### src/logic/sample_pacer.sv
module sample_pacer #(
	parameter int CLKS_PER_SAMPLE = 1088
) (
	input  logic CLK_IN,
	input  logic rst_n_i,
	output logic tick_o
);

	localparam int CNT_W = $clog2(CLKS_PER_SAMPLE);
	localparam logic [CNT_W-1:0] RELOAD = CNT_W'(CLKS_PER_SAMPLE - 1);

	logic [CNT_W-1:0] cnt;

	// count down, reload after reaching zero
	always_ff @(posedge CLK_IN) begin
		if (!rst_n_i) begin
			cnt <= RELOAD;
		end else begin
			if (cnt == '0)
				cnt <= RELOAD;
			else
				cnt <= cnt - 1'b1;
		end
	end

	// one cycle strobe per sample period
	always_ff @(posedge CLK_IN) begin
		if (!rst_n_i)
			tick_o <= 1'b0;
		else
			tick_o <= (cnt == '0);
	end

endmodule

### config.mk
export PLATFORM = sky130hd
export DESIGN_NAME = sample_pacer
export DESIGN_NICKNAME = d
export VERILOG_FILES = /design/src/logic/sample_pacer.sv
export SDC_FILE = /design/constraint.sdc
export NUM_CORES = 1
export LEC_CHECK = 0
export BUFFER_PORTS_ARGS = -buffer_cell sky130_fd_sc_hd__buf_4
export CORE_AREA = 2 2 39 41
export CTS_BUF_LIST = sky130_fd_sc_hd__clkbuf_8 sky130_fd_sc_hd__clkbuf_16
export DETAILED_ROUTE_END_ITERATION = 8
export DIE_AREA = 0 0 41 43
export PLACE_DENSITY_LB_ADDON = 0.08
export SYNTH_ARGS = -nofsm -noshare
export SYNTH_HDL_FRONTEND = slang
export SYNTH_SLANG_ARGS = --single-unit
### constraint.sdc
create_clock -name CLK_IN -period 5.2 [get_ports CLK_IN]
set_input_delay 1.04 -clock CLK_IN [delete_from_list [all_inputs] [get_ports CLK_IN]]
set_output_delay 1.04 -clock CLK_IN [all_outputs]
set_load 0.03 [all_outputs]
==> results.json, run 1 <==
{
  "viasPerCell": 5.56,
  "rsz0062_at_grt": "no",
  "drive_gt1_share_pct": 9.68,
  "grt_pass1_wl_um": 1680,
  "layout.cells.most_common_list": "dfxtp_1, nand2_1",
  "hp-class": "register to register",
  "die_w_um": 41,
  "drv_slew": 0,
  "period_minus_slack_ps": 1760,
  "final_area_um2": 613,
  "crit_fanout": 9,
  "final.setup.tns_ps": 0,
  "clock-root-buffer": "clkbuf_8",
  "run_status": "finished, final reports clean",
  "grt_usage_pct": 14.6,
  "startpoint_type": "register",
  "cts_buffers": 3,
  "drt_iter0_drc": 3,
  "wirelength_um": 922,
  "clk_pin_slew_ps": 50,
  "drc": 0,
  "final_net_count": 68,
  "grt_pass1_vias": 397,
  "cap_violations": 0,
  "crit_type": "register to register",
  "endpoint_kind": "register",
  "crit_arrival_ps": 1920,
  "port_buffers": 2,
  "peakVddDrop_mv": 0.230,
  "syn_area_per_cell_um2": 9.15,
  "dr_total_vias": 434,
  "leakage_uw": 0.000218,
  "cts.path.max_buffers": 2,
  "start_util_pct": 39.7,
  "setup_viol": 0,
  "placed_cells": 75,
  "placed_cell_area_um2": 572,
  "dieArea_um2": 1760,
  "antennaDiodeCount": 0,
  "fin_crit_sh_pct": 33.8,
  "cts_tree": "built",
  "ant_nets": 0,
  "power_density_nw_per_um2": 301,
  "fp.dieH_um": 43,
  "maxSlewHeadroom_pct": 69.2,
  "hold_buffers": 0,
  "crit_required_ps": 5360,
  "grt_max_degree": 10,
  "post_cts_resized": 0,
  "synth_seq_cells": 12,
  "fin_skew_ps": 3.03,
  "ys_seq_area_share_pct": 43.7,
  "mostFrequentLayoutCell": "dfxtp_1",
  "ios": 3,
  "ys_types": 24,
  "hold_slack_ps": 425,
  "wire_per_inst_um": 11.8,
  "mappedNetlistArea_um2": 549,
  "syn_inst": 60,
  "final_cells": 78,
  "cts.htree.levels": 1,
  "fmax_mhz": 569,
  "gp_congestion": 0.658,
  "dp_hpwl_um": 668,
  "synth_warnings": 0,
  "clock_sinks": 12,
  "placeableCoreArea_um2": 1380,
  "gr-total-overflow": 0,
  "worst_slew_pin_slew_ps": 456,
  "clk_latency_ps": 230,
  "area_delta_synth_final_pct": 11.6,
  "rows": 14,
  "drt_first_pass_iters": 2,
  "hold_violations": 0,
  "syn_nets": 64,
  "antenna_found_initial": 0,
  "postCtsSetupBuffers": 0
}
-- per-layer routing --
metal  up-vias  share of wire [%]  GRT usage [%]
met2         6                 46           18.4
met3         0                5.1           9.42
li1        230                  -              -
met4         0                  0           6.00
met1       198                 48           19.2
met5         -                  0              0
-- cell type report --
| class | instances | area (µm²) |
|---|---|---|
| fillers | 144 | 771 |
| multi-input cells | 41 | 282 |
| flip-flops and latches | 12 | 240 |
| clock buffers | 3 | 41.3 |
| well taps | 16 | 20.0 |
| repair buffers | 2 | 15.0 |
| inverters | 4 | 15.0 |
-- Yosys cell counts --
library cell | n | area share, %
o31ai_1 | 3 | 4.1
a31oi_1 | 1 | 1.1
inv_1 | 4 | 2.7
nand2b_1 | 1 | 1.1
or4_1 | 4 | 5.5
o41ai_2 | 1 | 3.0
o41a_1 | 1 | 2.0
nor3b_1 | 1 | 1.4
xnor2_1 | 3 | 4.8
nor3_1 | 1 | 0.91
ha_1 | 2 | 4.6
a21oi_1 | 4 | 3.6
or4b_1 | 1 | 1.8
o21ai_0 | 1 | 0.91
dfxtp_1 | 12 | 44
nand2_1 | 5 | 3.4
nor2_1 | 2 | 1.4
or3_1 | 4 | 4.6
o41ai_1 | 1 | 1.6
buf_2 | 1 | 0.91
o211ai_1 | 1 | 1.4
nor4_1 | 2 | 2.3
clkbuf_1 | 2 | 1.4
nand3_1 | 2 | 1.8
-- registers in the layout, indices dropped and copies added (netlist names) --
name and flops:
tick_o 1, cnt 11
-- cells by family (layout without fill, tap and decap cells) --
family          after synthesis  in the layout  share of synthesized area [%]
buf+inv                       7              9                           5.01
flops                        12             12                           43.7
fa+ha+maj                     2              2                           4.56
xor+xnor                      3              3                           4.78
compound gates               13             13                           17.8
simple gates                 23             23                           24.1
-- stage by stage --
stage               utilization, %  total power, µW  setup slack, ps
global route                  44.3              195             3330
floorplan                        -              104             3530
CTS                           44.3              189             3440
detailed placement            41.3              107             3450
finish                        44.3              184             3440
global placement              41.3              107             3460
-- worst paths after layout --
kind,startpoint,endpoint,slack [ps],cells past startpoint
max,cnt[4]$_SDFF_PP1_,cnt[10]$_SDFF_PP1_,3440,3
max reg2reg,cnt[4]$_SDFF_PP1_,cnt[10]$_SDFF_PP1_,3440,3
min reg2reg,cnt[0]$_SDFF_PP1_,cnt[0]$_SDFF_PP1_,420,1
min,cnt[0]$_SDFF_PP1_,cnt[0]$_SDFF_PP1_,420,1
-- where the power goes --
part	switching [µW]	internal [µW]
clock network	29.2	50.6
logic	4.50	3.54
registers	2.29	94.3
total	36.0	148
-- worst max-delay path: stages (launching register included) --
cell and delay (ps):
dfxtp_1 320, or4_1 670, or4_1 540, a31oi_1 160
No activity file was read; power rests on OpenSTA's default activity.
==> run 2, diff against run 1 <==
Clock period 5.2 ns to 1.6 ns, I/O delays scaled along.
==> run 2 against run 1 <==
Net effect:
- the flow now finishes with violations (setup timing)
- first-iteration DRC count rose to 4.0 times the previous value
- register-to-register slack got worse by 3400 ps
- count of clock-buffer cells in the layout did not move
- die area did not move
==> results.json, run 2 (synthesized netlist as in run 1, its figures left out) <==
{
  "grt_max_degree": 8,
  "ios": 3,
  "hold_violations": 0,
  "peakVddDrop_mv": 0.456,
  "r2r_end": "cnt[8]$_SDFF_PP0_",
  "viasPerCell": 5.30,
  "postCtsSetupBuffers": 0,
  "dp_hpwl_um": 828,
  "wire_per_inst_um": 13.0,
  "worst_slack_ps": -2.63,
  "hp-class": "input port to register",
  "reg2regPathDepth": 3,
  "top_usage_layer": "met2",
  "crit_required_ps": 1770,
  "mostFrequentLayoutCell": "buf_4",
  "setup_viol": 1,
  "cts.htree.levels": 1,
  "reg_top3": "cnt: 11 flops, tick_o: 1 flops",
  "leakage_uw": 0.000280,
  "power_density_nw_per_um2": 821,
  "drv_slew": 0,
  "fp.dieH_um": 43,
  "dieArea_um2": 1760,
  "port_buffers": 2,
  "rsz0062_at_grt": "yes",
  "startpoint_type": "register",
  "clock_sinks": 12,
  "clk_pin_slew_ps": 50,
  "startpoint": "cnt[4]$_SDFF_PP1_",
  "die_w_um": 41,
  "final.setup.tns_ps": -2.63,
  "cts.path.max_buffers": 2,
  "placeableCoreArea_um2": 1380,
  "gp_congestion": 0.701,
  "worst_slew_pin_slew_ps": 284,
  "layout.cells.most_common_list": "buf_4, dfxtp_1, nand2_1",
  "cap_violations": 0,
  "drt_iter0_drc": 12,
  "rows": 14,
  "dr_total_vias": 482,
  "placed_cell_area_um2": 669,
  "clock-root-buffer": "clkbuf_8",
  "clk_latency_ps": 240,
  "final_area_um2": 753,
  "r2r_start": "cnt[4]$_SDFF_PP1_",
  "fin_skew_ps": 5.99,
  "crit_type": "register to register",
  "fin_crit_sh_pct": 100,
  "wirelength_um": 1180,
  "grt_pass1_wl_um": 1880,
  "drt_first_pass_iters": 4,
  "ant_nets": 0,
  "drive_gt1_share_pct": 36.0,
  "violations": "setup timing",
  "antenna_found_initial": 0,
  "drc": 0,
  "use_met3_pct": 6.28,
  "regMostFlops": "cnt",
  "grt_pass1_vias": 446,
  "dpl_worst_slack_ps": -78.2,
  "area_delta_synth_final_pct": 37.1,
  "total_power_uw": 619,
  "use_met1_pct": 19.0,
  "hold_buffers": 0,
  "period_minus_slack_ps": 1600,
  "run_status": "finished, violations left",
  "gr-total-overflow": 0,
  "largest_register_ff_count": 11,
  "cts_tree": "built",
  "cts_buffers": 3,
  "antennaDiodeCount": 0,
  "maxSlewHeadroom_pct": 80.8,
  "grt_usage_pct": 16.4,
  "final_net_count": 81,
  "worstSetupEndpoint": "cnt[8]$_SDFF_PP0_",
  "r2r_slack_ps": -3,
  "endpoint_kind": "register",
  "start_util_pct": 39.7,
  "fmax_mhz": 624,
  "crit_arrival_ps": 1770,
  "crit_fanout": 7,
  "met2_usage_pct": 24.4,
  "final_core_util_pct": 54.4
}
## run 2: critical path, stage by stage (launching register included)
cell     delay (ps)
dfxtp_2         310
or4_4           580
or4b_4          510
a21oi_2         130
## run 2: routing by layer
metal	up-vias	part of all wire, %
met3	2	2.3
met4	0	0.76
met1	223	47
li1	253	-
met5	-	0
met2	4	50
## run 2: cell type report
cell class                 count  area [µm²]
multi-input combinational     41         323
clock buffer                   3        41.3
inverter                       4        15.0
sequential                    12         241
timing repair buffer          15         113
fill                         134         631
tap                           16        20.0
## run 2: how the worst min path moves through the flow
stage	from	to	slack (ps)	cells past startpoint
2_1_floorplan	cnt[0]$_SDFF_PP1_	cnt[0]$_SDFF_PP1_	390	1
5_1_grt	rst_n_i	cnt[10]$_SDFF_PP1_	350	2
3_5_place_dp	cnt[0]$_SDFF_PP1_	cnt[0]$_SDFF_PP1_	420	1
4_1_cts	rst_n_i	cnt[10]$_SDFF_PP1_	340	2
3_3_place_gp	cnt[0]$_SDFF_PP1_	cnt[0]$_SDFF_PP1_	430	1
6_report	rst_n_i	cnt[10]$_SDFF_PP1_	340	2
## run 2: repair_timing
| item | CTS | global route |
|---|---|---|
| pin swaps | 0 | 5 |
| setup endpoints to repair | 9 | 6 |
| gates cloned | 0 | 0 |
| resized for setup | 2 | 7 |
## run 2: report_power, final
group	switching (µW)	total (µW)	internal [µW]
Clock	104	269	165
Sequential	5.75	312	306
Combinational	19.9	38.0	18.1
## run 2: per-stage QoR
step,hold WS (ps),instances
floorplan,391,60
CTS,339,91
detailed placement,420,88
global placement,427,88
global route,354,91
finish,343,91
==> run 3, diff against run 2 <==
Settings changed: CTS_BUF_LIST sky130_fd_sc_hd__clkbuf_8 sky130_fd_sc_hd__clkbuf_16 to default.
Clock period 1.6 ns to 1.55 ns, I/O delays scaled along.
==> run 3 against run 2 <==
Net effect:
- critical path type unchanged
- flip-flop and latch count stayed put
- final cell count is 1.1% higher
- register-to-register slack worse by 30 ps
- the flow still finishes with violations (setup timing)
- largest cell class unchanged
==> results.json, run 3 (synthesized netlist as in run 1, its figures left out) <==
{
  "crit_fanout": 7,
  "antennaDiodeCount": 0,
  "dr_total_vias": 501,
  "fin_skew_ps": 5.74,
  "grt_usage_pct": 17.5,
  "fin_crit_sh_pct": 102,
  "regMostFlops": "cnt",
  "period_minus_slack_ps": 1580,
  "path_delay_family": "simple AND/OR/NAND/NOR gates",
  "cts_buffers": 3,
  "drc": 0,
  "clk_latency_ps": 280,
  "min-delay-start": "rst_n_i",
  "cpMaxStageDelayCell": "or4_4",
  "drt_iter0_drc": 4,
  "cts_tree": "built",
  "clock_sinks": 12,
  "drive_gt1_share_pct": 39.5,
  "r2r_start": "cnt[5]$_SDFF_PP1_",
  "rows": 14,
  "die_w_um": 41,
  "gp_congestion": 0.701,
  "fillers": 144,
  "endpoint_kind": "register",
  "r2r_slack_ps": -30,
  "total_power_uw": 619,
  "fp.dieH_um": 43,
  "drt_first_pass_iters": 4,
  "hold_buffers": 0,
  "viasPerCell": 5.45,
  "maxSlewHeadroom_pct": 81.8,
  "final_cells": 92,
  "start_util_pct": 39.7,
  "cp_slowest_stage_delay_ps": 580,
  "peakVddDrop_mv": 0.407,
  "reg_top3": "cnt: 11 flops, tick_o: 1 flops",
  "startpoint_type": "register",
  "ant_nets": 0,
  "worst_slack_ps": -29.7,
  "whs_path_depth": 2,
  "worst_slew_pin_slew_ps": 269,
  "final_core_util_pct": 53.6,
  "crit_buf_inv": 0,
  "whs_endpoint": "cnt[10]$_SDFF_PP1_",
  "cts.htree.levels": 1,
  "power_density_nw_per_um2": 834,
  "cp_cell_sequence": "or4_4 > or4b_1 > a21oi_1",
  "placeableCoreArea_um2": 1380,
  "crit_type": "register to register",
  "wire_per_inst_um": 13.3,
  "rsz0062_at_grt": "yes",
  "cap_violations": 0,
  "gr-total-overflow": 0,
  "crit_required_ps": 1770,
  "grt_pass1_wl_um": 2060,
  "port_buffers": 2,
  "grt_max_degree": 8,
  "hold_violations": 0,
  "placed_cell_area_um2": 669,
  "drv_slew": 0,
  "setup_viol": 1,
  "ios": 3,
  "fmax_mhz": 633,
  "largest_register_ff_count": 11,
  "cts.path.max_buffers": 2,
  "run_status": "finished, violations left",
  "final.setup.tns_ps": -29.7,
  "layout.cells.most_common_list": "buf_4, dfxtp_1, nand2_1",
  "dp_hpwl_um": 806,
  "final_area_um2": 742,
  "placed_cells": 88,
  "clk_pin_slew_ps": 80,
  "wirelength_um": 1220,
  "mostFrequentLayoutCell": "buf_4",
  "r2r_end": "cnt[8]$_SDFF_PP0_",
  "leakage_uw": 0.000283,
  "antenna_found_initial": 0,
  "clock-root-buffer": "clkbuf_4",
  "grt_pass1_vias": 476,
  "hp-class": "input port to register",
  "dieArea_um2": 1760,
  "reg2regPathDepth": 3,
  "final_net_count": 81,
  "crit_arrival_ps": 1800,
  "area_delta_synth_final_pct": 35.1,
  "violations": "setup timing"
}
run 3: repair_timing:
item                                    in CTS  in global routing
setup buffers                                0                  0
pin swaps                                    3                  8
gates resized for setup                      2                  8
endpoints found under the setup margin      11                 11
run 3: per-layer routing:
layer	GRT usage [%]	up-vias	part of all wire (%)
li1	-	252	-
met3	3.14	4	2.1
met4	10.0	0	2.0
met2	26.3	8	50
met1	22.2	237	46
met5	0	-	0
run 3: metrics by stage:
step	worst slack (ps)	hold slack, ps
after floorplan	-44.0	391
after global placement	-60.2	465
after detailed placement	-95.7	465
after CTS	-23.4	273
after global routing	-65.5	270
final	-29.7	276
run 3: layout make-up:
| type | count | area (µm²) | area share, % |
|---|---|---|---|
| Tap cell | 16 | 20.0 | 2.70 |
| Clock buffer | 4 | 36.3 | 4.89 |
| Timing Repair Buffer | 15 | 113 | 15.2 |
| Sequential cell | 12 | 243 | 32.7 |
| Multi-Input combinational cell | 41 | 315 | 42.5 |
| Inverter | 4 | 15.0 | 2.02 |
run 3: where the power goes:
| group | leakage, µW | total, µW | switching, µW | internal (µW) |
|---|---|---|---|---|
| logic | 0.000166 | 39.8 | 20.4 | 19.4 |
| registers | 0.0000965 | 321 | 5.91 | 315 |
| clock network | 0.0000210 | 258 | 115 | 143 |
run 3: worst max path at each step:
stage	from	endpoint	slack, ps	depth (start not counted)
3_3_place_gp	cnt[5]$_SDFF_PP1_	cnt[10]$_SDFF_PP1_	-60	3
4_1_cts	cnt[4]$_SDFF_PP1_	cnt[8]$_SDFF_PP0_	-20	3
5_1_grt	cnt[5]$_SDFF_PP1_	cnt[8]$_SDFF_PP0_	-70	3
3_5_place_dp	cnt[5]$_SDFF_PP1_	cnt[8]$_SDFF_PP0_	-100	3
2_1_floorplan	cnt[5]$_SDFF_PP1_	cnt[8]$_SDFF_PP0_	-40	4
6_report	cnt[5]$_SDFF_PP1_	cnt[8]$_SDFF_PP0_	-30	3
