<file path="config.mk">
export PLATFORM = sky130hd
export DESIGN_NAME = sigma_delta_dac
export DESIGN_NICKNAME = d
export VERILOG_FILES = /design/src/logic/audio_pkg.sv /design/src/logic/sigma_delta_dac.sv
export SDC_FILE = /design/constraint.sdc
export NUM_CORES = 1
export LEC_CHECK = 0
export BUFFER_PORTS_ARGS = -buffer_cell sky130_fd_sc_hd__buf_2
export CORE_AREA = 3 3 40 42
export CTS_CLUSTER_SIZE = 16
export DETAILED_ROUTE_END_ITERATION = 6
export DIE_AREA = 0 0 43 45
export PLACE_DENSITY = 0.72
export SETUP_SLACK_MARGIN = 0.02
export SLEW_MARGIN = 20
export SYNTH_ARGS = -nofsm -noshare
export SYNTH_HDL_FRONTEND = slang
export SYNTH_SLANG_ARGS = --single-unit
export TNS_END_PERCENT = 1
</file>
<file path="constraint.sdc">
create_clock -name CLK_IN -period 2.4 [get_ports CLK_IN]
set_clock_uncertainty 0.15 [all_clocks]
set_input_delay 0.12 -clock CLK_IN [delete_from_list [all_inputs] [get_ports CLK_IN]]
set_output_delay 0.12 -clock CLK_IN [all_outputs]
set_load 0.02 [all_outputs]
</file>
<file path="src/logic/audio_pkg.sv">
package audio_pkg;

	// one audio sample, one byte on the serial line
	typedef logic [7:0] sample_t;

	// fifo occupancy, 0 up to and including the depth
	typedef logic [15:0] fill_t;

	// largest depth that fill_t has to represent
	localparam int MAX_FIFO_DEPTH = 16384;

	// divisor behind both fill thresholds
	localparam int ALMOST_DIV = 10;

	// at or below this fill the fifo counts as almost empty
	function automatic fill_t almost_empty_level(input int depth);
		int q;
		q = depth / ALMOST_DIV;
		return fill_t'(q);
	endfunction

	// at or above this fill the fifo counts as almost full
	function automatic fill_t almost_full_level(input int depth);
		int q;
		q = depth / ALMOST_DIV;
		return fill_t'(depth - 2 * q);
	endfunction

endpackage

</file>
<file path="src/logic/sigma_delta_dac.sv">
module sigma_delta_dac import audio_pkg::*; (
	input  logic    CLK_IN,
	input  logic    rst_n_i,
	input  logic    update_i,
	input  logic    clear_i,
	input  sample_t level_i,
	output logic    pdm_o
);

	sample_t acc;
	logic [8:0] sum;

	// the carry out of the sum is the next output bit
	assign sum = {1'b0, acc} + {1'b0, level_i};

	always_ff @(posedge CLK_IN) begin
		if (!rst_n_i) begin
			acc <= '0;
			pdm_o <= 1'b0;
		end else if (clear_i) begin
			// nothing to play, hold silent
			acc <= '0;
			pdm_o <= 1'b0;
		end else if (update_i) begin
			acc <= sum[7:0];
			pdm_o <= sum[8];
		end
	end

	// density of ones on pdm_o is level_i / 256 per update

endmodule

</file>
==> Implementation_results.wiki, run 1 <==
{| class="wikitable"
! Metric !! Value
|-
| Combinational fraction of design power || 0.228
|-
| Synthesis-stage register bit count || 9
|-
| Max Fanout on Critical Path || 3
|-
| Area of placed instances || 712 um2
|-
| R2R Setup Slk || slightly below 0.3 ns
|-
| Overflow left after global routing || 0
|-
| Overall global routing resource usage || 0.154
|-
| Shortest clock period the worst path allows after layout || 2.11 ns
|-
| Number of instances in the synthesized netlist || 67
|-
| Unrepaired setup endpoints after global routing || false
|-
| Count of maximum capacitance violations || 0
|-
| Post-route clock period utilization || 0.879
|-
| Area fraction in compound gates after synthesis || 0.242
|-
| I/O pin total || 13
|-
| Arrival time worst endpoint || 2.10 ns
|-
| Netlist cell types || 28
|-
| Post-Route Setup TNS || 0 ns
|-
| Total of cells resized after clock tree synthesis || 0
|-
| Hold Fails Final Rpt || 0
|-
| Routed WL per cell || 13.4 um
|-
| Last weighted congestion value of the routability-driven placer || 0.745
|-
| Synth Area in Simple Gates || 0.161
|-
| Setup slack after placement || around 0.29 ns
|-
| First-pass GRT wire length || 2.28 mm
|-
| Maximum level of the CTS H-tree || 1
|-
| Utilization of the core after routing || 0.574
|-
| CP Data Required Time || 2.39 ns
|-
| Sequential Power Share || 0.444
|-
| Core area || 1280 um2
|-
| Cells along the critical path || ha_1, fa_1, a21o_1, a221oi_2, nor4_1, a311o_1
|-
| Area of all placed cells without fillers || roughly 740 um2
|-
| Slowest CP cell || sky130_fd_sc_hd__fa_1
|-
| Worst slew slack as a fraction of its limit || 0.663
|-
| Leak pwr || between 0.3 and 0.4 nW
|-
| Share of cells above drive strength 1 || 0.268
|-
| Met1 track demand over resource || 0.187
|-
| Combinational family with the most area after synthesis || compound AO/OA/AOI/OAI gates
|-
| Top achievable clock speed || 0.474 GHz
|-
| Vias in the first global route || between 500 and 600
|-
| Largest net degree at the start of global routing || 14
|-
| Clk Latency, worst-skew pair || ~0.25 ns
|-
| CTS max path bufs || 2
|-
| XOR/XNOR Fraction of Synth Area || 0.0413
|-
| Power density cells || 488 nW/um2
|-
| Clock network fraction of design power || 0.329
|-
| Cell count of the worst hold path || 4
|-
| Post-CTS setup-driven buffer insertion count || 0
|-
| Antenna violations before repair || 0
|-
| Run status || finished, final reports clean
|-
| Category of the worst setup path capture point || flop
|-
| Grt met3 use || 0.0398
|-
| Clock sinks || 9
|-
| Die area || 1940 um2
|-
| Post-detailed-route DRC marker count || 0
|-
| Post-synth design cell area || approximately 640 um2
|-
| Post-synth ARST share || 0
|-
| Net switching power of the design || 0.101 mW
|-
| Number of antenna diodes || 0
|-
| Reg2Reg Launch Point || acc[0]
|-
| Via count || ~580
|-
| Detailed placer's ending HPWL || 1.06 mm
|-
| Most frequently used flop master after synthesis || sky130_fd_sc_hd__dfxtp_1
|-
| Via density || between 5 and 6
|-
| Most area-hungry cell type in the Yosys netlist || sky130_fd_sc_hd__dfxtp_1
|-
| Endpoint with the worst hold slack || acc[0]
|-
| Count of final setup violators || 0
|-
| Number of synthesized flops with an enable pin || 0
|-
| Top area cells in the synthesized netlist || sky130_fd_sc_hd__dfxtp_1, sky130_fd_sc_hd__ha_1, sky130_fd_sc_hd__a21oi_1
|-
| Number of buffers added by the clock tree synthesis step || 3
|-
| Biggest cell delay along the critical path || 0.42 ns
|-
| Number of iterations in the first detailed-routing pass || 4
|-
| Clock transition at the registers of the reported paths || 0.07 ns
|-
| Starting Density || 0.496
|-
| Warnings, synthesis || 0
|-
| Worst Setup Start Kind || flop
|-
| Setup slack after layout || 0.291 ns
|-
| Worst Path Class, Setup || reg -> reg
|-
| Startpoint of the most critical hold path || level_i[0]
|-
| Reg2Reg Capture Point || acc[6]
|-
| Total routed wirelength || 1.30 mm
|-
| Number of pins exceeding their max-slew limit in the final report || 0
|-
| Detailed router's first-iteration violation count || 3
|-
| Number of core rows || 13
|-
| Clock tree from TritonCTS || yes
|-
| Layout Nets || 104
|-
| Met2 layer usage reported by global route || 0.260
|-
| Die height || 45 um
|-
| Worst voltage drop across the vdd grid || 244 uV
|-
| Post-detailed-route count of antenna-violating nets || 0
|-
| CTS Hold Bufs || 0
|-
| Port bufs || 12
|-
| Global routing's busiest layer || met2
|-
| Net Count, Synth || 88
|-
| Area share of the leading cell type in the synthesized netlist || 0.283
|-
| Int Power || approximately 0.26 mW
|-
| Class of the tightest hold or removal check || in -> reg
|-
| Per-instance average area after synthesis || approximately 9.5 um2
|-
| Sw frac || 0.280
|-
| Root Buffer || sky130_fd_sc_hd__clkbuf_4
|-
| Syn-to-layout area delta || 15.9%
|-
| Actual transition at the worst max-transition pin || 0.505 ns
|-
| Logic depth of the worst register-to-register path || 6
|-
| Width of the die || between 40 and 50 um
|-
| Arithmetic-cell share of the synthesized area counting full adders, half adders and majority gates || 0.189
|-
| Sequential fraction of the synthesis area || 0.283
|-
| Fraction of synthesized area in multiplexers || 0.0668
|}
==> synthesized netlist by cell type, drive strengths merged (2+ instances only) <==
cell / count
a211oi: 2
a21o: 4
a21oi: 6
a311o: 2
and3: 2
and4: 2
dfxtp: 9
ha: 8
inv: 2
mux2: 2
mux2i: 2
nand2: 3
nor2: 3
nor4: 2
o21ai: 3
o22ai: 2
xnor2: 2
==> per-stage QoR <==
step / power (mW) / hold slack (ns) / instances
after floorplan: 0.222 / 0.204 / 67
after global placement: 0.243 / 0.327 / 93
after detailed placement: 0.246 / 0.337 / 93
after CTS: 0.364 / 0.0931 / 97
after global routing: 0.383 / 0.122 / 97
final: 0.361 / 0.0949 / 97
==> how the worst max path moves through the flow <==
stage / startpoint / to / slack [ns] / cells past startpoint
after floorplan: acc[0] / acc[6] / 0.43 / 6
after detailed placement: acc[0] / acc[6] / 0.29 / 6
after global routing: acc[0] / acc[6] / 0.19 / 6
after CTS: acc[0] / acc[6] / 0.28 / 6
final: acc[0] / acc[6] / 0.29 / 6
after global placement: acc[0] / acc[6] / 0.37 / 6
==> cell families after synthesis <==
logic type | count (synthesis)
adders and majority gates | 9
AOI/OAI and AO/OA | 22
DFF | 9
buffers and inverters | 3
muxes | 4
xor gates and xnor gates | 3
and+or+nand+nor | 17
==> area by class of cell <==
class	instances	area (um2)
clock buffer	4	26.3
fill	119	547
inverter	2	7.51
multi-input combinational	55	445
sequential	9	180
tap	15	18.8
timing repair buffer	12	60.1
==> per-layer routing <==
metal	wire length [um]	up-vias
met5	0	-
met4	19	0
li1	-	287
met1	582	271
met3	60	4
met2	638	15
==> sequential cells by signal (all words and copies together), names as in the netlist <==
| register | flops |
|---|---|
| acc | 8 |
| pdm_o | 1 |
==> layout by cell type, fill, tap and decap left out, types with 2 or more instances in the layout <==
cell type and count:
sky130_fd_sc_hd__nand2_1 3, sky130_fd_sc_hd__xnor2_1 2, sky130_fd_sc_hd__inv_1 2, sky130_fd_sc_hd__a311o_1 2, sky130_fd_sc_hd__nor2_1 3, sky130_fd_sc_hd__a211oi_1 2, sky130_fd_sc_hd__a21oi_1 6, sky130_fd_sc_hd__mux2i_1 2
sky130_fd_sc_hd__o21ai_0 3, sky130_fd_sc_hd__clkbuf_4 3, sky130_fd_sc_hd__ha_1 8, sky130_fd_sc_hd__dfxtp_1 9, sky130_fd_sc_hd__and4_2 2, sky130_fd_sc_hd__and3_2 2, sky130_fd_sc_hd__a21o_1 4, sky130_fd_sc_hd__nor4_1 2
sky130_fd_sc_hd__o22ai_1 2, sky130_fd_sc_hd__buf_2 12, sky130_fd_sc_hd__mux2_2 2
==> worst max-delay path: cells and delay by family, from the launching register on <==
kind / cells / cell delay (ns)
and+or+nand+nor: 1 / 0.08
adders and majority gates: 2 / 0.62
AOI/OAI and AO/OA: 3 / 0.82
DFF: 1 / 0.32
==> power by group through the flow <==
| stage | Sequential, mW | Clock [mW] | Combinational (mW) |
|---|---|---|---|
| 2_1_floorplan | 0.163 | 0 | 0.0586 |
| 3_3_place_gp | 0.163 | 0 | 0.0793 |
| 3_5_place_dp | 0.163 | 0 | 0.0825 |
| 4_1_cts | 0.160 | 0.122 | 0.0828 |
| 5_1_grt | 0.161 | 0.130 | 0.0925 |
| 6_report | 0.160 | 0.119 | 0.0821 |
No activity file was read; power rests on OpenSTA's default activity.
==> run 2: changes to the inputs <==
ABC_AREA = 1   (was not set)
CORE_AREA = not set   (was 3 3 40 42)
CORE_MARGIN = 3   (was not set)
CORE_UTILIZATION = 50   (was not set)
DIE_AREA = not set   (was 0 0 43 45)
PLACE_DENSITY = 0.74   (was 0.72)
==> run 2 against run 1 <==
Largest cell class unchanged. Hold slack got worse by 0.048 ns. Critical endpoint is now acc[4]. Clock power barely moved. Design area rose by 10%. Highest routed layer unchanged.
==> Implementation_results.wiki, run 2 <==
{| class="wikitable"
! Metric !! Value
|-
| Run status || finished, final reports clean
|-
| Post-synth design cell area || 723 um2 (+14%)
|-
| Most frequent cells in the layout || sky130_fd_sc_hd__nand2_1, sky130_fd_sc_hd__inv_1, sky130_fd_sc_hd__nor2_1, sky130_fd_sc_hd__buf_2, sky130_fd_sc_hd__nand3_1
|-
| Number of cells in the finished layout apart from fillers || 138 (+42%)
|-
| Post-layout power || 0.377 mW (+4.5%)
|-
| Most area-hungry cell type in the Yosys netlist || sky130_fd_sc_hd__dfxtp_1
|-
| Actual transition at the worst max-transition pin || 0.366 ns (-0.139 ns)
|-
| Clk Latency, worst-skew pair || 0.27 ns (+0.02 ns)
|-
| Warnings, synthesis || 0 (unchanged)
|-
| Combinational fraction of design power || 0.257 (+0.029)
|-
| Port bufs || 12 (unchanged)
|-
| Number of buffers added by the clock tree synthesis step || 3 (unchanged)
|-
| Number of synthesized flops with an enable pin || 0 (unchanged)
|-
| Overall global routing resource usage || 0.167 (+0.0125)
|-
| Root Buffer || sky130_fd_sc_hd__clkbuf_4
|-
| Via density || 4.94 (-17%)
|-
| Clock transition at the registers of the reported paths || 0.07 ns (about the same)
|-
| Clock network fraction of design power || 0.319 (-0.010)
|-
| Routed length on met1 || 704 um (+21%)
|-
| Sequential fraction of the synthesis area || 0.249 (-0.0338)
|-
| Number of core rows || 13 (unchanged)
|-
| Syn-to-layout area delta || 12.6%
|-
| Number of iterations in the first detailed-routing pass || 5 (+1)
|-
| Count of final setup violators || 0 (unchanged)
|-
| Total routed wirelength || 1.40 mm (+7.3%)
|-
| Detailed router's first-iteration violation count || 22 (+19)
|-
| Width of the die || 44.0 um (+2.4%)
|-
| Area share of the leading cell type in the synthesized netlist || 0.249 (-0.0338)
|-
| Post-detailed-route count of antenna-violating nets || 0 (unchanged)
|-
| Leak pwr || 0.463 nW (+29%)
|-
| Number of pins exceeding their max-slew limit in the final report || 0 (unchanged)
|-
| Post-Route Setup TNS || 0 ns (unchanged)
|-
| Most common library cell in the layout ignoring fill and taps || sky130_fd_sc_hd__nand2_1
|-
| Vias in the first global route || 598 (+9.5%)
|-
| Clock sinks || 9 (unchanged)
|-
| Int Power || 0.260 mW (+0.36%)
|-
| Top cells by instance count after synthesis || sky130_fd_sc_hd__nand2_1, sky130_fd_sc_hd__inv_1, sky130_fd_sc_hd__nor2_1
|-
| Maximum level of the CTS H-tree || 1 (unchanged)
|-
| Total of cells resized after clock tree synthesis || 0 (unchanged)
|-
| CP Data Required Time || 2.42 ns (+0.03 ns)
|-
| Count of maximum capacitance violations || 0 (unchanged)
|-
| Instance count after placement with tap cells included || 134 (+44%)
|-
| Net Count, Synth || 129 (+47%)
|-
| Registers with the most flip-flops || acc: 8 flops, pdm_o: 1 flops
|-
| Sequential Power Share || 0.424 (-0.020)
|-
| Last weighted congestion value of the routability-driven placer || 0.863 (+16%)
|-
| Top achievable clock speed || 0.599 GHz (+26%)
|-
| Top sig layer || met4
|-
| Die area || 1940 um2 (+0.19%)
|-
| Routed length on met3 || 75 um (+25%)
|-
| Unrepaired setup endpoints after global routing || false
|-
| Layout Nets || 145 (+39%)
|-
| Worst slew slack as a fraction of its limit || 0.755 (+0.0922)
|-
| Number of flip-flops in the largest register || 8 (unchanged)
|-
| Routed WL per cell || 10.1 um (-25%)
|-
| Worst Path Class, Setup || reg -> reg
|-
| CTS max path bufs || 2 (unchanged)
|-
| Worst voltage drop across the vdd grid || 268 uV (+9.7%)
|-
| Most frequently used flop master after synthesis || sky130_fd_sc_hd__dfxtp_1
|-
| Hold Fails Final Rpt || 0 (unchanged)
|-
| Shortest clock period the worst path allows after layout || 1.67 ns (-0.440 ns)
|-
| Detailed placer's ending HPWL || 1.12 mm (+5.4%)
|-
| Post-detailed-route DRC marker count || 0 (unchanged)
|-
| Via count || 682 (+18%)
|-
| Overflow left after global routing || 0 (unchanged)
|-
| Met2 wirelength from detailed routing || 597 um (-6.4%)
|-
| Category of the worst setup path capture point || flop
|-
| First-pass GRT wire length || 2.38 mm (+4.2%)
|-
| Per-instance average area after synthesis || 6.70 um2 (-30%)
|-
| Antenna violations before repair || 0 (unchanged)
|-
| Sw frac || 0.309 (+0.0283)
|-
| CTS Hold Bufs || 0 (unchanged)
|-
| Die height || 44.0 um (-2.2%)
|-
| Synthesis-stage register bit count || 9 (unchanged)
|-
| Post-CTS setup-driven buffer insertion count || 0 (unchanged)
|-
| Core area || 1330 um2 (+3.8%)
|-
| I/O pin total || 13 (unchanged)
|-
| Net switching power of the design || 0.116 mW (+15%)
|-
| Most frequently used cell type in the post-synthesis netlist || sky130_fd_sc_hd__nand2_1
|-
| Post-synth ARST share || 0 (unchanged)
|-
| Power density cells || 462 nW/um2 (-5.3%)
|-
| Clock tree from TritonCTS || yes
|-
| Area of all placed cells without fillers || 815 um2 (+10%)
|-
| Netlist cell types || 21 (-25%)
|-
| Largest register by flop count || acc
|-
| Number of fillers in the final layout || 137 (+15%)
|-
| Worst Setup Start Kind || flop
|-
| Top area cells in the synthesized netlist || sky130_fd_sc_hd__dfxtp_1, sky130_fd_sc_hd__ha_1, sky130_fd_sc_hd__nand2_1
|-
| Share of cells above drive strength 1 || 0.179 (-0.0894)
|-
| Arrival time worst endpoint || 1.68 ns (-0.42 ns)
|-
| Number of antenna diodes || 0 (unchanged)
|-
| Class of the tightest hold or removal check || in -> reg
|-
| Starting Density || 0.542 (+0.0466)
|-
| Max Fanout on Critical Path || 3 (unchanged)
|-
| Area of placed instances || 788 um2 (+11%)
|-
| Post-route clock period utilization || 0.695 (-0.183)
|-
| Number of instances in the synthesized netlist || 108 (+61%)
|-
| Largest net degree at the start of global routing || 16 (+2)
|}
==> run 2: cell types whose count changed in the layout (fill, tap and decap cells not counted), sizes merged, moves of 4 or more <==
cell	change
a21o	-4
inv	+14
nand2	+24
nand3	+10
nor2	+13
==> run 2: path summary, 6_finish.rpt <==
kind | startpoint | endpoint | slack, ns | depth (start not counted)
setup / recovery | acc[0] | acc[4] | 0.73 | 8
hold / removal | clear_i | pdm_o | 0.05 | 4
setup reg to reg | acc[0] | acc[4] | 0.73 | 8
hold reg to reg | acc[0] | acc[0] | 0.32 | 2
==> run 2: metal layers <==
layer | track usage | vias to the layer above
li1 | - | 377
met5 | 0 | -
met2 | 0.247 | 13
met4 | 0.0723 | 0
met3 | 0.0650 | 2
met1 | 0.214 | 290
==> run 2: cell families (layout without fill, tap and decap cells) <==
kind of cell / count (synthesis) / after routing / synth area share
AO/OA/AOI/OAI: 13 / 13 / 0.0969
XOR/XNOR: 1 / 1 / 0.0121
adder cells (fa/ha/maj): 9 / 9 / 0.166
buffers and inverters: 18 / 33 / 0.107
flip-flops: 9 / 9 / 0.249
AND/OR/NAND/NOR: 58 / 58 / 0.369
==> run 2: area by class of cell <==
class | count | area (um2) | share of cell area
clock buffers | 4 | 26.3 | 0.0323
inverters | 17 | 63.8 | 0.0783
multi-input cells | 81 | 465 | 0.571
flip-flops and latches | 9 | 180 | 0.221
well taps | 15 | 18.8 | 0.0230
repair buffers | 12 | 60.1 | 0.0737
==> run 2: power groups by stage <==
stage / logic (mW) / clock network, mW / registers (mW)
2_1_floorplan: 0.0734 / 0 / 0.163
3_3_place_gp: 0.0946 / 0 / 0.163
3_5_place_dp: 0.0962 / 0 / 0.163
4_1_cts: 0.0969 / 0.126 / 0.160
5_1_grt: 0.111 / 0.134 / 0.160
6_report: 0.0967 / 0.120 / 0.160
==> run 2: stage by stage <==
stage	setup slack, ns	utilization	hold slack [ns]
6_report	0.731	0.611	0.0470
5_1_grt	0.601	0.611	0.0788
4_1_cts	0.736	0.611	0.0515
3_5_place_dp	0.748	0.591	0.314
3_3_place_gp	0.764	0.591	0.303
2_1_floorplan	0.839	-	0.136
==> run 2: critical path, cell delays in order (launching register included) <==
cell and delay (ns):
sky130_fd_sc_hd__dfxtp_1 0.31, sky130_fd_sc_hd__ha_1 0.20, sky130_fd_sc_hd__fa_1 0.42, sky130_fd_sc_hd__nand3_1 0.13
sky130_fd_sc_hd__nand2_1 0.09, sky130_fd_sc_hd__nand2_1 0.07, sky130_fd_sc_hd__nand3_1 0.06, sky130_fd_sc_hd__o211ai_1 0.09
sky130_fd_sc_hd__inv_1 0.05
