$ cat config.mk
export PLATFORM = sky130hd
export DESIGN_NAME = uart_byte_rx
export DESIGN_NICKNAME = d
export VERILOG_FILES = /design/src/logic/audio_pkg.sv /design/src/logic/uart_byte_rx.sv
export SDC_FILE = /design/constraint.sdc
export NUM_CORES = 1
export LEC_CHECK = 0
export BUFFER_PORTS_ARGS = -buffer_cell sky130_fd_sc_hd__buf_2
export CAP_MARGIN = 0
export CORE_MARGIN = 4
export CORE_UTILIZATION = 60
export CTS_CLUSTER_SIZE = 10
export DETAILED_ROUTE_END_ITERATION = 10
export PLACE_DENSITY = 0.81
export REMOVE_ABC_BUFFERS = 1
export SKIP_CTS_REPAIR_TIMING = 1
export SKIP_LAST_GASP = 1
export SLEW_MARGIN = 0
export SYNTH_ARGS = -nofsm -noshare
export SYNTH_HDL_FRONTEND = slang
export SYNTH_SLANG_ARGS = --single-unit
export TNS_END_PERCENT = 5
$ cat constraint.sdc
create_clock -name CLK_IN -period 4.8 [get_ports CLK_IN]
set_input_delay 0 -clock CLK_IN [delete_from_list [all_inputs] [get_ports CLK_IN]]
set_output_delay 0 -clock CLK_IN [all_outputs]
set_load 0.005 [all_outputs]
$ cat src/logic/audio_pkg.sv
package audio_pkg;

	// one audio sample, one byte on the serial line
	typedef logic [7:0] sample_t;

	// fifo occupancy, 0 up to and including the depth
	typedef logic [15:0] fill_t;

	// largest depth that fill_t has to represent
	localparam int MAX_FIFO_DEPTH = 16384;

	// divisor behind both fill thresholds
	localparam int ALMOST_DIV = 10;

	// at or below this fill the fifo counts as almost empty
	function automatic fill_t almost_empty_level(input int depth);
		int q;
		q = depth / ALMOST_DIV;
		return fill_t'(q);
	endfunction

	// at or above this fill the fifo counts as almost full
	function automatic fill_t almost_full_level(input int depth);
		int q;
		q = depth / ALMOST_DIV;
		return fill_t'(depth - 2 * q);
	endfunction

endpackage

$ cat src/logic/uart_byte_rx.sv
module uart_byte_rx import audio_pkg::*; #(
	parameter int CLKS_PER_BIT = 104
) (
	input  logic    CLK_IN,
	input  logic    rst_n_i,
	input  logic    rx_i,
	output logic    byte_req_o,
	input  logic    byte_ack_i,
	output sample_t byte_data_o,
	output logic    overrun_o
);

	localparam int CNT_W = $clog2(CLKS_PER_BIT + 1);
	localparam logic [CNT_W-1:0] BIT_LAST = CNT_W'(CLKS_PER_BIT - 1);
	localparam logic [CNT_W-1:0] HALF_LAST = CNT_W'(CLKS_PER_BIT / 2 - 1);

	typedef enum logic [1:0] {
		RX_IDLE,
		RX_START,
		RX_DATA,
		RX_STOP
	} rx_state_t;

	rx_state_t state;
	logic [CNT_W-1:0] clk_cnt;
	logic [2:0] bit_cnt;
	logic rx_meta;
	logic rx_sync;
	logic rx_prev;
	sample_t shift;
	logic bit_done;
	logic stop_mid;
	logic hs_open;

	// two flops against metastability, third one for the edge
	always_ff @(posedge CLK_IN) begin
		if (!rst_n_i) begin
			rx_meta <= 1'b1;
			rx_sync <= 1'b1;
			rx_prev <= 1'b1;
		end else begin
			rx_meta <= rx_i;
			rx_sync <= rx_meta;
			rx_prev <= rx_sync;
		end
	end

	assign bit_done = (state == RX_DATA) && (clk_cnt == BIT_LAST);
	assign stop_mid = (state == RX_STOP) && (clk_cnt == BIT_LAST);
	// previous byte not yet taken by the fifo
	assign hs_open = byte_req_o || byte_ack_i;

	always_ff @(posedge CLK_IN) begin
		if (!rst_n_i) begin
			state <= RX_IDLE;
			clk_cnt <= '0;
			bit_cnt <= '0;
			byte_req_o <= 1'b0;
			overrun_o <= 1'b0;
		end else begin
			// requester side, drop req once ack is seen
			if (byte_req_o && byte_ack_i)
				byte_req_o <= 1'b0;

			case (state)
				RX_IDLE: begin
					clk_cnt <= '0;
					if (rx_prev && !rx_sync)
						state <= RX_START;
				end
				RX_START: begin
					if (clk_cnt == HALF_LAST) begin
						clk_cnt <= '0;
						bit_cnt <= '0;
						// line went high again, glitch
						state <= rx_sync ? RX_IDLE : RX_DATA;
					end else begin
						clk_cnt <= clk_cnt + 1'b1;
					end
				end
				RX_DATA: begin
					if (bit_done) begin
						clk_cnt <= '0;
						bit_cnt <= bit_cnt + 1'b1;
						if (bit_cnt == 3'd7)
							state <= RX_STOP;
					end else begin
						clk_cnt <= clk_cnt + 1'b1;
					end
				end
				default: begin
					if (stop_mid) begin
						state <= RX_IDLE;
						// framing error when stop bit is low, byte dropped
						if (rx_sync) begin
							if (hs_open)
								overrun_o <= 1'b1;
							else
								byte_req_o <= 1'b1;
						end
					end else begin
						clk_cnt <= clk_cnt + 1'b1;
					end
				end
			endcase
		end
	end

	// data bits arrive lsb first
	always_ff @(posedge CLK_IN) begin
		if (bit_done)
			shift <= {rx_sync, shift[7:1]};
		if (stop_mid && rx_sync && !hs_open)
			byte_data_o <= shift;
	end

endmodule

==> impl_metrics.json, run 1 <==
{
  "run_status": "completed",
  "firstDrtPassIters": 4,
  "setup.worst_path.start": "clk_cnt[0]",
  "cts_tree": "done",
  "wirelength_mm": 2.507,
  "fmax_ghz": 0.4020,
  "die-height_um": 55.33,
  "placed_cell_area_um2": 1420,
  "cp-end-kind": "register",
  "timing.rr.end": "byte_data_o[4]",
  "drive_above_1_share_pct": 24.81,
  "crit_type": "register to register",
  "setup_viol": 0,
  "groute.usage.overall_pct": 18.27,
  "grt_pass1_wl_mm": 4.229,
  "fin_util_pct": 74.39,
  "yosysWarnings": 0,
  "fin_nets": 135,
  "place_congestion": 0.8141,
  "io_pins": 14,
  "ys_top_cells_by_area": "edfxtp_1 36%, dfxtp_1 25%, and4bb_2 2.8%",
  "worstHoldStart": "byte_ack_i",
  "ir_drop_uv": 265.2,
  "hold_viol": 0,
  "hold_path_class": "primary input to register",
  "async_flop_share_pct": 0,
  "drv_slew": 0,
  "start_util_pct": 65.81,
  "viasPerCell": 5.808,
  "synth_cell_types": 38,
  "period_share_pct": 51.83,
  "skew_ns": 0.004213,
  "arrival_ns": 2.44,
  "insertion_delay_ns": 0.33,
  "netlist.area_leader.share_pct": 35.75,
  "root_buffer": "clkbuf_4",
  "ant_nets": 0,
  "finalInstanceArea_um2": 1519,
  "r2r-start": "clk_cnt[0]",
  "r2r_setup_slack_ns": 2.31,
  "core_um2": 2042,
  "worstPathMaxFanout": 8,
  "diodes": 0,
  "drtIter0Drc": 37,
  "crit_path_start_kind": "register",
  "dpl.hpwl_mm": 1.715,
  "slew_headroom_pct": 25.15,
  "synthCells": 106,
  "r2r_cells": 5,
  "overflow": 0,
  "die_area_um2": 3061,
  "cts.clk_slew.worst_paths_ns": 0.09,
  "tightest_slew_ns": 1.114,
  "cts_max_level": 2,
  "layout_min_cycle_time_ns": 2.488,
  "p_per_area_nw_per_um2": 312.1,
  "fillers": 155,
  "syn_area_um2": 1344,
  "grt_max_degree": 13,
  "drc": 0,
  "ys_seq_area_share_pct": 61.08,
  "synth.avg_cell_area_um2": 12.68,
  "numCtsBuffers": 5,
  "clkSinkCount": 33,
  "fp-row-count": 16,
  "clock_path_buffers": 2,
  "vias": 906,
  "final_cells": 156,
  "ys_seq_elements": 33,
  "setup_tns_ns": 0,
  "placed_cells": 144,
  "area_growth_pct": 13.04,
  "endpoint": "byte_data_o[4]",
  "antenna_found_initial": 0,
  "io_buffers": 13,
  "rsz0062_at_grt": "no",
  "grt_pass1_vias": 869,
  "maxCapViolCount": 0,
  "synth-main-ff-cell": "dfxtp_1",
  "finalPower_w": 0.0004741,
  "synth_edf_count": 16,
  "post_drt_wl_per_cell_um": 16.07,
  "crit_required_ns": 4.75,
  "p_leak_nw": 0.5551,
  "yosysTopAreaCell": "edfxtp_1",
  "die_width_um": 55.33
}
worst max-delay path, cell delays in order, from the launching register on:
cell and delay [ns]:
dfxtp_1 0.39, ha_1 0.23, and4b_2 0.31, and2_4 0.19, nand4_4 0.11, nor3_1 0.88
cell type report:
| class | count | area, µm² | share of cell area [%] |
|---|---|---|---|
| Timing Repair Buffer | 17 | 105.1 | 6.919 |
| Sequential cell | 33 | 820.8 | 54.04 |
| Inverter | 5 | 18.77 | 1.236 |
| Tap cell | 27 | 33.78 | 2.224 |
| Multi-Input combinational cell | 66 | 481.7 | 31.71 |
| Clock buffer | 8 | 58.81 | 3.871 |
flip-flops by register name, indices dropped and copies added (netlist names):
register / cells
bit_cnt: 3
byte_data_o: 8
byte_req_o: 1
clk_cnt: 7
overrun_o: 1
rx_meta: 1
rx_prev: 1
rx_sync: 1
shift: 8
state: 2
cells by family after synthesis:
kind of cell / share of synthesized area, %
and+or+nand+nor: 18.90
DFF: 61.08
AOI/OAI and AO/OA: 9.962
buffers and inverters: 3.072
xor gates and xnor gates: 2.608
adders and majority gates: 2.794
muxes: 1.583
layout by cell type (no fill, tap or decap), drive strengths merged, types with 4 or more instances in the layout:
cell	count
inv	5
a21oi	4
nand4	5
nor2	8
edfxtp	16
dfxtp	17
buf	13
nand2	7
clkbuf	8
dlygate4sd3	4
worst min-delay path by stage:
stage	endpoint	slack (ns)	cells after the start
after floorplan	byte_req_o	0.06	1
after global placement	rx_meta	0.18	2
after detailed placement	byte_req_o	0.19	2
after CTS	byte_req_o	-0.16	2
after global routing	byte_req_o	0.39	3
final	byte_req_o	0.39	3
where the power goes:
group | total, W | internal [W] | switching [W]
Clock | 0.000160 | 0.0000722 | 0.0000877
Sequential | 0.000298 | 0.000295 | 0.00000382
Combinational | 0.0000158 | 0.00000778 | 0.00000801
metal layers:
layer	vias up	global-route usage (%)	part of all wire (%)
met5	-	0	0
met2	36	29.22	49
li1	442	-	-
met4	0	9.722	2.4
met1	419	21.62	43
met3	9	6.061	5.9
cells in the mapped netlist (2+ instances only):
cell type,number
dfxtp_1,17
edfxtp_1,16
nor2_1,8
nand2_1,7
inv_1,4
nand4_1,4
a21oi_1,3
and4bb_2,3
ha_1,3
nand2b_1,3
nand3_1,3
o21ai_0,3
a211oi_1,2
a32oi_1,2
buf_6,2
nor3_1,2
xnor2_1,2
xor2_1,2
per-stage QoR:
step | worst slack (ns) | hold WS [ns]
floorplan | 2.704 | 0.06465
global placement | 2.484 | 0.1840
detailed placement | 2.340 | 0.1936
CTS | 2.316 | -0.1642
global route | 2.169 | 0.3890
finish | 2.312 | 0.3912
Note: power is estimated with default switching activity, not from simulation.
==> inputs of run 2 (changes only) <==
- CORE_UTILIZATION: 60 -> 50
- PLACE_DENSITY: 0.81 -> 0.72
- clock period: 4.8 -> 2.2 ns (I/O delays scaled with it)
==> run 2 against run 1 <==
Sequential cell count stayed put. Largest cell class unchanged. Non-clock buffer count rose by 2. Highest routed layer unchanged. Global-route usage decreased by 1.7 points. Clock-buffer cell count is 2 lower.
==> impl_metrics.json, run 2 (same netlist as run 1, synthesis figures left out) <==
{
  "groute.usage.overall_pct": 16.61,
  "core_um2": 2522,
  "crit_required_ns": 2.27,
  "crit_path_start_kind": "register",
  "crit_chain": "ha_1 > and4b_2 > and2_4 > nand4_4 > nor3_1 > buf_4",
  "run_status": "completed",
  "antenna_found_initial": 0,
  "crit_slowest_cell": "dfxtp_1",
  "io_buffers": 13,
  "grt_pass1_wl_mm": 4.105,
  "cts_tree": "done",
  "numCtsBuffers": 5,
  "busiest_layer": "met2",
  "cts_max_level": 2,
  "wirelength_mm": 2.384,
  "top_regs": "byte_data_o (8), shift (8), clk_cnt (7)",
  "start_util_pct": 53.27,
  "die_area_um2": 3581,
  "finalPower_w": 0.001164,
  "slowest_delay_ns": 0.39,
  "cp-end-kind": "register",
  "use_met1_pct": 18.33,
  "met3_usage_pct": 4.752,
  "rsz0062_at_grt": "no",
  "drc": 0,
  "finalInstanceArea_um2": 1568,
  "hold_viol": 0,
  "viasPerCell": 5.596,
  "tightest_slew_ns": 0.5484,
  "area_growth_pct": 16.67,
  "dpl.hpwl_mm": 1.614,
  "overflow": 0,
  "fin_nets": 137,
  "fin_util_pct": 62.15,
  "fp-row-count": 18,
  "drv_slew": 0,
  "period_share_pct": 87.49,
  "p_per_area_nw_per_um2": 742.6,
  "diodes": 0,
  "firstDrtPassIters": 4,
  "worstPathMaxFanout": 5,
  "maxCapViolCount": 0,
  "arrival_ns": 1.99,
  "drive_above_1_share_pct": 27.48,
  "insertion_delay_ns": 0.34,
  "grt_pass1_vias": 886,
  "layout_min_cycle_time_ns": 1.925,
  "slew_headroom_pct": 63.44,
  "hold_ws_ns": 0.3948,
  "ir_drop_uv": 616.0,
  "crit_type": "register to register",
  "fmax_ghz": 0.5195,
  "grt_max_degree": 13,
  "drtIter0Drc": 45,
  "hold_path_class": "primary input to register",
  "root_buffer": "clkbuf_4",
  "placed_cell_area_um2": 1439,
  "layout_common_cells": "17 x dfxtp_1, 16 x edfxtp_1, 13 x buf_2",
  "setup_tns_ns": 0,
  "final_common_cell": "dfxtp_1",
  "clkSinkCount": 33,
  "vias": 901,
  "io_pins": 14,
  "place_congestion": 0.8472,
  "use_met2_pct": 26.85,
  "setup_viol": 0,
  "ant_nets": 0,
  "die-height_um": 59.84,
  "skew_ns": 0.004148,
  "p_leak_nw": 0.5779,
  "post_drt_wl_per_cell_um": 14.81,
  "clock_path_buffers": 2,
  "cts.clk_slew.worst_paths_ns": 0.10,
  "die_width_um": 59.84
}
-- run 2: cell count changes in the layout (fill, tap and decap cells not counted), sizes merged --
cell,before,now
bufinv,0,1
clkinvlp,0,1
buf,13,15
clkbuf,8,6
-- run 2: per-stage QoR --
step	setup slack, ns	cells
detailed placement	0.3325	149
finish	0.2751	161
global placement	0.3499	149
floorplan	0.1040	104
global route	0.1298	161
CTS	0.2865	157
-- run 2: critical path: cells and delay by family (launching register included) --
kind	cells	cell delay, ns
fa+ha+maj	1	0.21
buf+inv	1	0.20
flops	1	0.39
simple gates	4	0.85
-- run 2: worst paths after layout --
kind	slack [ns]	from	cells after the start	to
worst min-delay path	0.39	byte_ack_i	3	byte_req_o
worst max-delay path	0.28	clk_cnt[0]	6	byte_data_o[1]
worst max register to register	0.28	clk_cnt[0]	6	byte_data_o[1]
worst min register to register	0.43	rx_meta	1	rx_sync
-- run 2: report_power, final --
group / switching (W) / internal [W] / leakage [nW]
Clock: 0.000208 / 0.000270 / 0.0445
Sequential: 0.00000846 / 0.000643 / 0.281
Combinational: 0.0000176 / 0.0000171 / 0.252
-- run 2: layout make-up --
type | count | area, µm²
fill | 217 | 954.7
sequential | 33 | 820.8
inverter | 5 | 18.77
timing repair buffer | 19 | 120.1
clock inverter | 2 | 37.54
tap | 30 | 37.54
multi-input combinational | 66 | 481.7
clock buffer | 6 | 51.30
-- run 2: metal layers --
metal	vias up	routed length, µm
li1	443	-
met2	26	1173
met3	7	140
met4	0	75
met1	425	994
met5	-	0
==> inputs of run 3 (changes only) <==
==> constraint.sdc (replaced) <==
create_clock -name CLK_IN -period 2.2 [get_ports CLK_IN]
set_input_delay 0.44 -clock CLK_IN [delete_from_list [all_inputs] [get_ports CLK_IN]]
set_output_delay 0.44 -clock CLK_IN [all_outputs]
set_load 0.005 [all_outputs]
==> run 3 against run 2 <==
First-iteration DRC count decreased by 6.7%. Combinational power decreased by 16%. Non-clock buffer count decreased by 4. Maximum frequency increased by 0.14%. Routed wire length decreased by 2.1%. Critical path type unchanged. Largest cell class unchanged.
==> impl_metrics.json, run 3 (same netlist as run 1, synthesis figures left out) <==
{
  "area_growth_pct": 13.69,
  "ant_nets": 0,
  "die_width_um": 59.84,
  "top_regs": "byte_data_o (8), shift (8), clk_cnt (7)",
  "crit_type": "register to register",
  "setup_tns_ns": 0,
  "p_leak_nw": 0.5626,
  "fmax_ghz": 0.5203,
  "drc": 0,
  "arrival_ns": 1.99,
  "layout_min_cycle_time_ns": 1.922,
  "cts_max_level": 2,
  "skew_ns": 0.004826,
  "firstDrtPassIters": 4,
  "crit_required_ns": 2.27,
  "drive_above_1_share_pct": 28.35,
  "combPwrFrac_pct": 2.5,
  "multi_input_area_um2": 481.7,
  "io_buffers": 13,
  "post_drt_wl_per_cell_um": 14.87,
  "die_area_um2": 3581,
  "numCtsBuffers": 5,
  "cts_tree": "done",
  "switching_share_pct": 20.09,
  "io_pins": 14,
  "antenna_found_initial": 0,
  "wirelength_mm": 2.335,
  "layout_common_cells": "17 x dfxtp_1, 16 x edfxtp_1, 13 x buf_2",
  "fp-row-count": 18,
  "drv_slew": 0,
  "seqPwrFrac_pct": 56.3,
  "drtIter0Drc": 42,
  "clkSinkCount": 33,
  "viasPerCell": 5.720,
  "dpl.hpwl_mm": 1.614,
  "grt_pass1_vias": 886,
  "maxCapViolCount": 0,
  "fin_nets": 133,
  "overflow": 0,
  "rsz0062_at_grt": "no",
  "clock_path_buffers": 2,
  "p_per_area_nw_per_um2": 757.8,
  "setup_viol": 0,
  "clkPwrFrac_pct": 41.2,
  "die-height_um": 59.84,
  "place_congestion": 0.8472,
  "detailedPlace.worstSlack_ns": 0.3325,
  "worstPathMaxFanout": 5,
  "crit_path_start_kind": "register",
  "ir_drop_uv": 615.9,
  "fin_util_pct": 60.57,
  "slew_headroom_pct": 63.70,
  "cts.clk_slew.worst_paths_ns": 0.10,
  "grt_pass1_wl_mm": 4.105,
  "insertion_delay_ns": 0.34,
  "worst_slack_ns": 0.2779,
  "cp-end-kind": "register",
  "period_share_pct": 87.37,
  "vias": 898,
  "final_common_cell": "dfxtp_1",
  "fillers": 221,
  "finalPower_w": 0.001158,
  "start_util_pct": 53.27,
  "finalInstanceArea_um2": 1528,
  "hold_viol": 0,
  "grt_max_degree": 13,
  "core_um2": 2522,
  "root_buffer": "clkbuf_4",
  "placed_cell_area_um2": 1439,
  "switchingPower_w": 0.0002326,
  "run_status": "completed",
  "p_int_w": 0.0009252,
  "r2r_setup_slack_ns": 0.28,
  "diodes": 0,
  "tightest_slew_ns": 0.5444,
  "final-seq-area_um2": 820.8,
  "groute.usage.overall_pct": 16.61,
  "hold_path_class": "primary input to register"
}
-- run 3: cell count changes in the layout (fill, tap and decap cells not counted) --
| cell | delta |
|---|---|
| dlygate4sd3_1 | -4 |
-- run 3: layout make-up --
class | count | share of cell area, %
inverter | 5 | 1.228
clock buffer | 6 | 3.358
clock inverter | 2 | 2.457
timing repair buffer | 15 | 5.242
sequential | 33 | 53.73
multi-input combinational | 66 | 31.53
tap | 30 | 2.457
-- run 3: metrics by stage --
step | hold slack, ns | cells
2_1_floorplan | 0.3863 | 104
3_3_place_gp | 0.4011 | 149
3_5_place_dp | 0.4080 | 149
4_1_cts | 0.2676 | 157
5_1_grt | 0.2694 | 157
6_report | 0.2811 | 157
-- run 3: power by group through the flow --
| stage | registers (W) | logic (W) | clock network [W] |
|---|---|---|---|
| 2_1_floorplan | 0.000663 | 0.0000193 | 0 |
| 3_3_place_gp | 0.000665 | 0.0000278 | 0 |
| 3_5_place_dp | 0.000665 | 0.0000290 | 0 |
| 4_1_cts | 0.000651 | 0.0000290 | 0.000494 |
| 5_1_grt | 0.000653 | 0.0000338 | 0.000522 |
| 6_report | 0.000651 | 0.0000292 | 0.000477 |
-- run 3: worst paths after layout --
kind | endpoint | cells after the start | from
hold / removal | rx_meta | 2 | rx_i
setup reg to reg | byte_data_o[1] | 6 | clk_cnt[0]
hold reg to reg | rx_sync | 1 | rx_meta
setup / recovery | byte_data_o[1] | 6 | clk_cnt[0]
-- run 3: critical path: stages, from the launching register on --
cell	delay [ns]
dfxtp_1	0.39
ha_1	0.21
and4b_2	0.30
and2_4	0.19
nand4_4	0.11
nor3_1	0.25
buf_4	0.20
-- run 3: per-layer routing --
metal | track usage (%) | share of wire (%)
met1 | 18.33 | 40
met2 | 26.85 | 50
met3 | 4.752 | 6.4
met4 | 12.34 | 3.2
met5 | 0 | 0
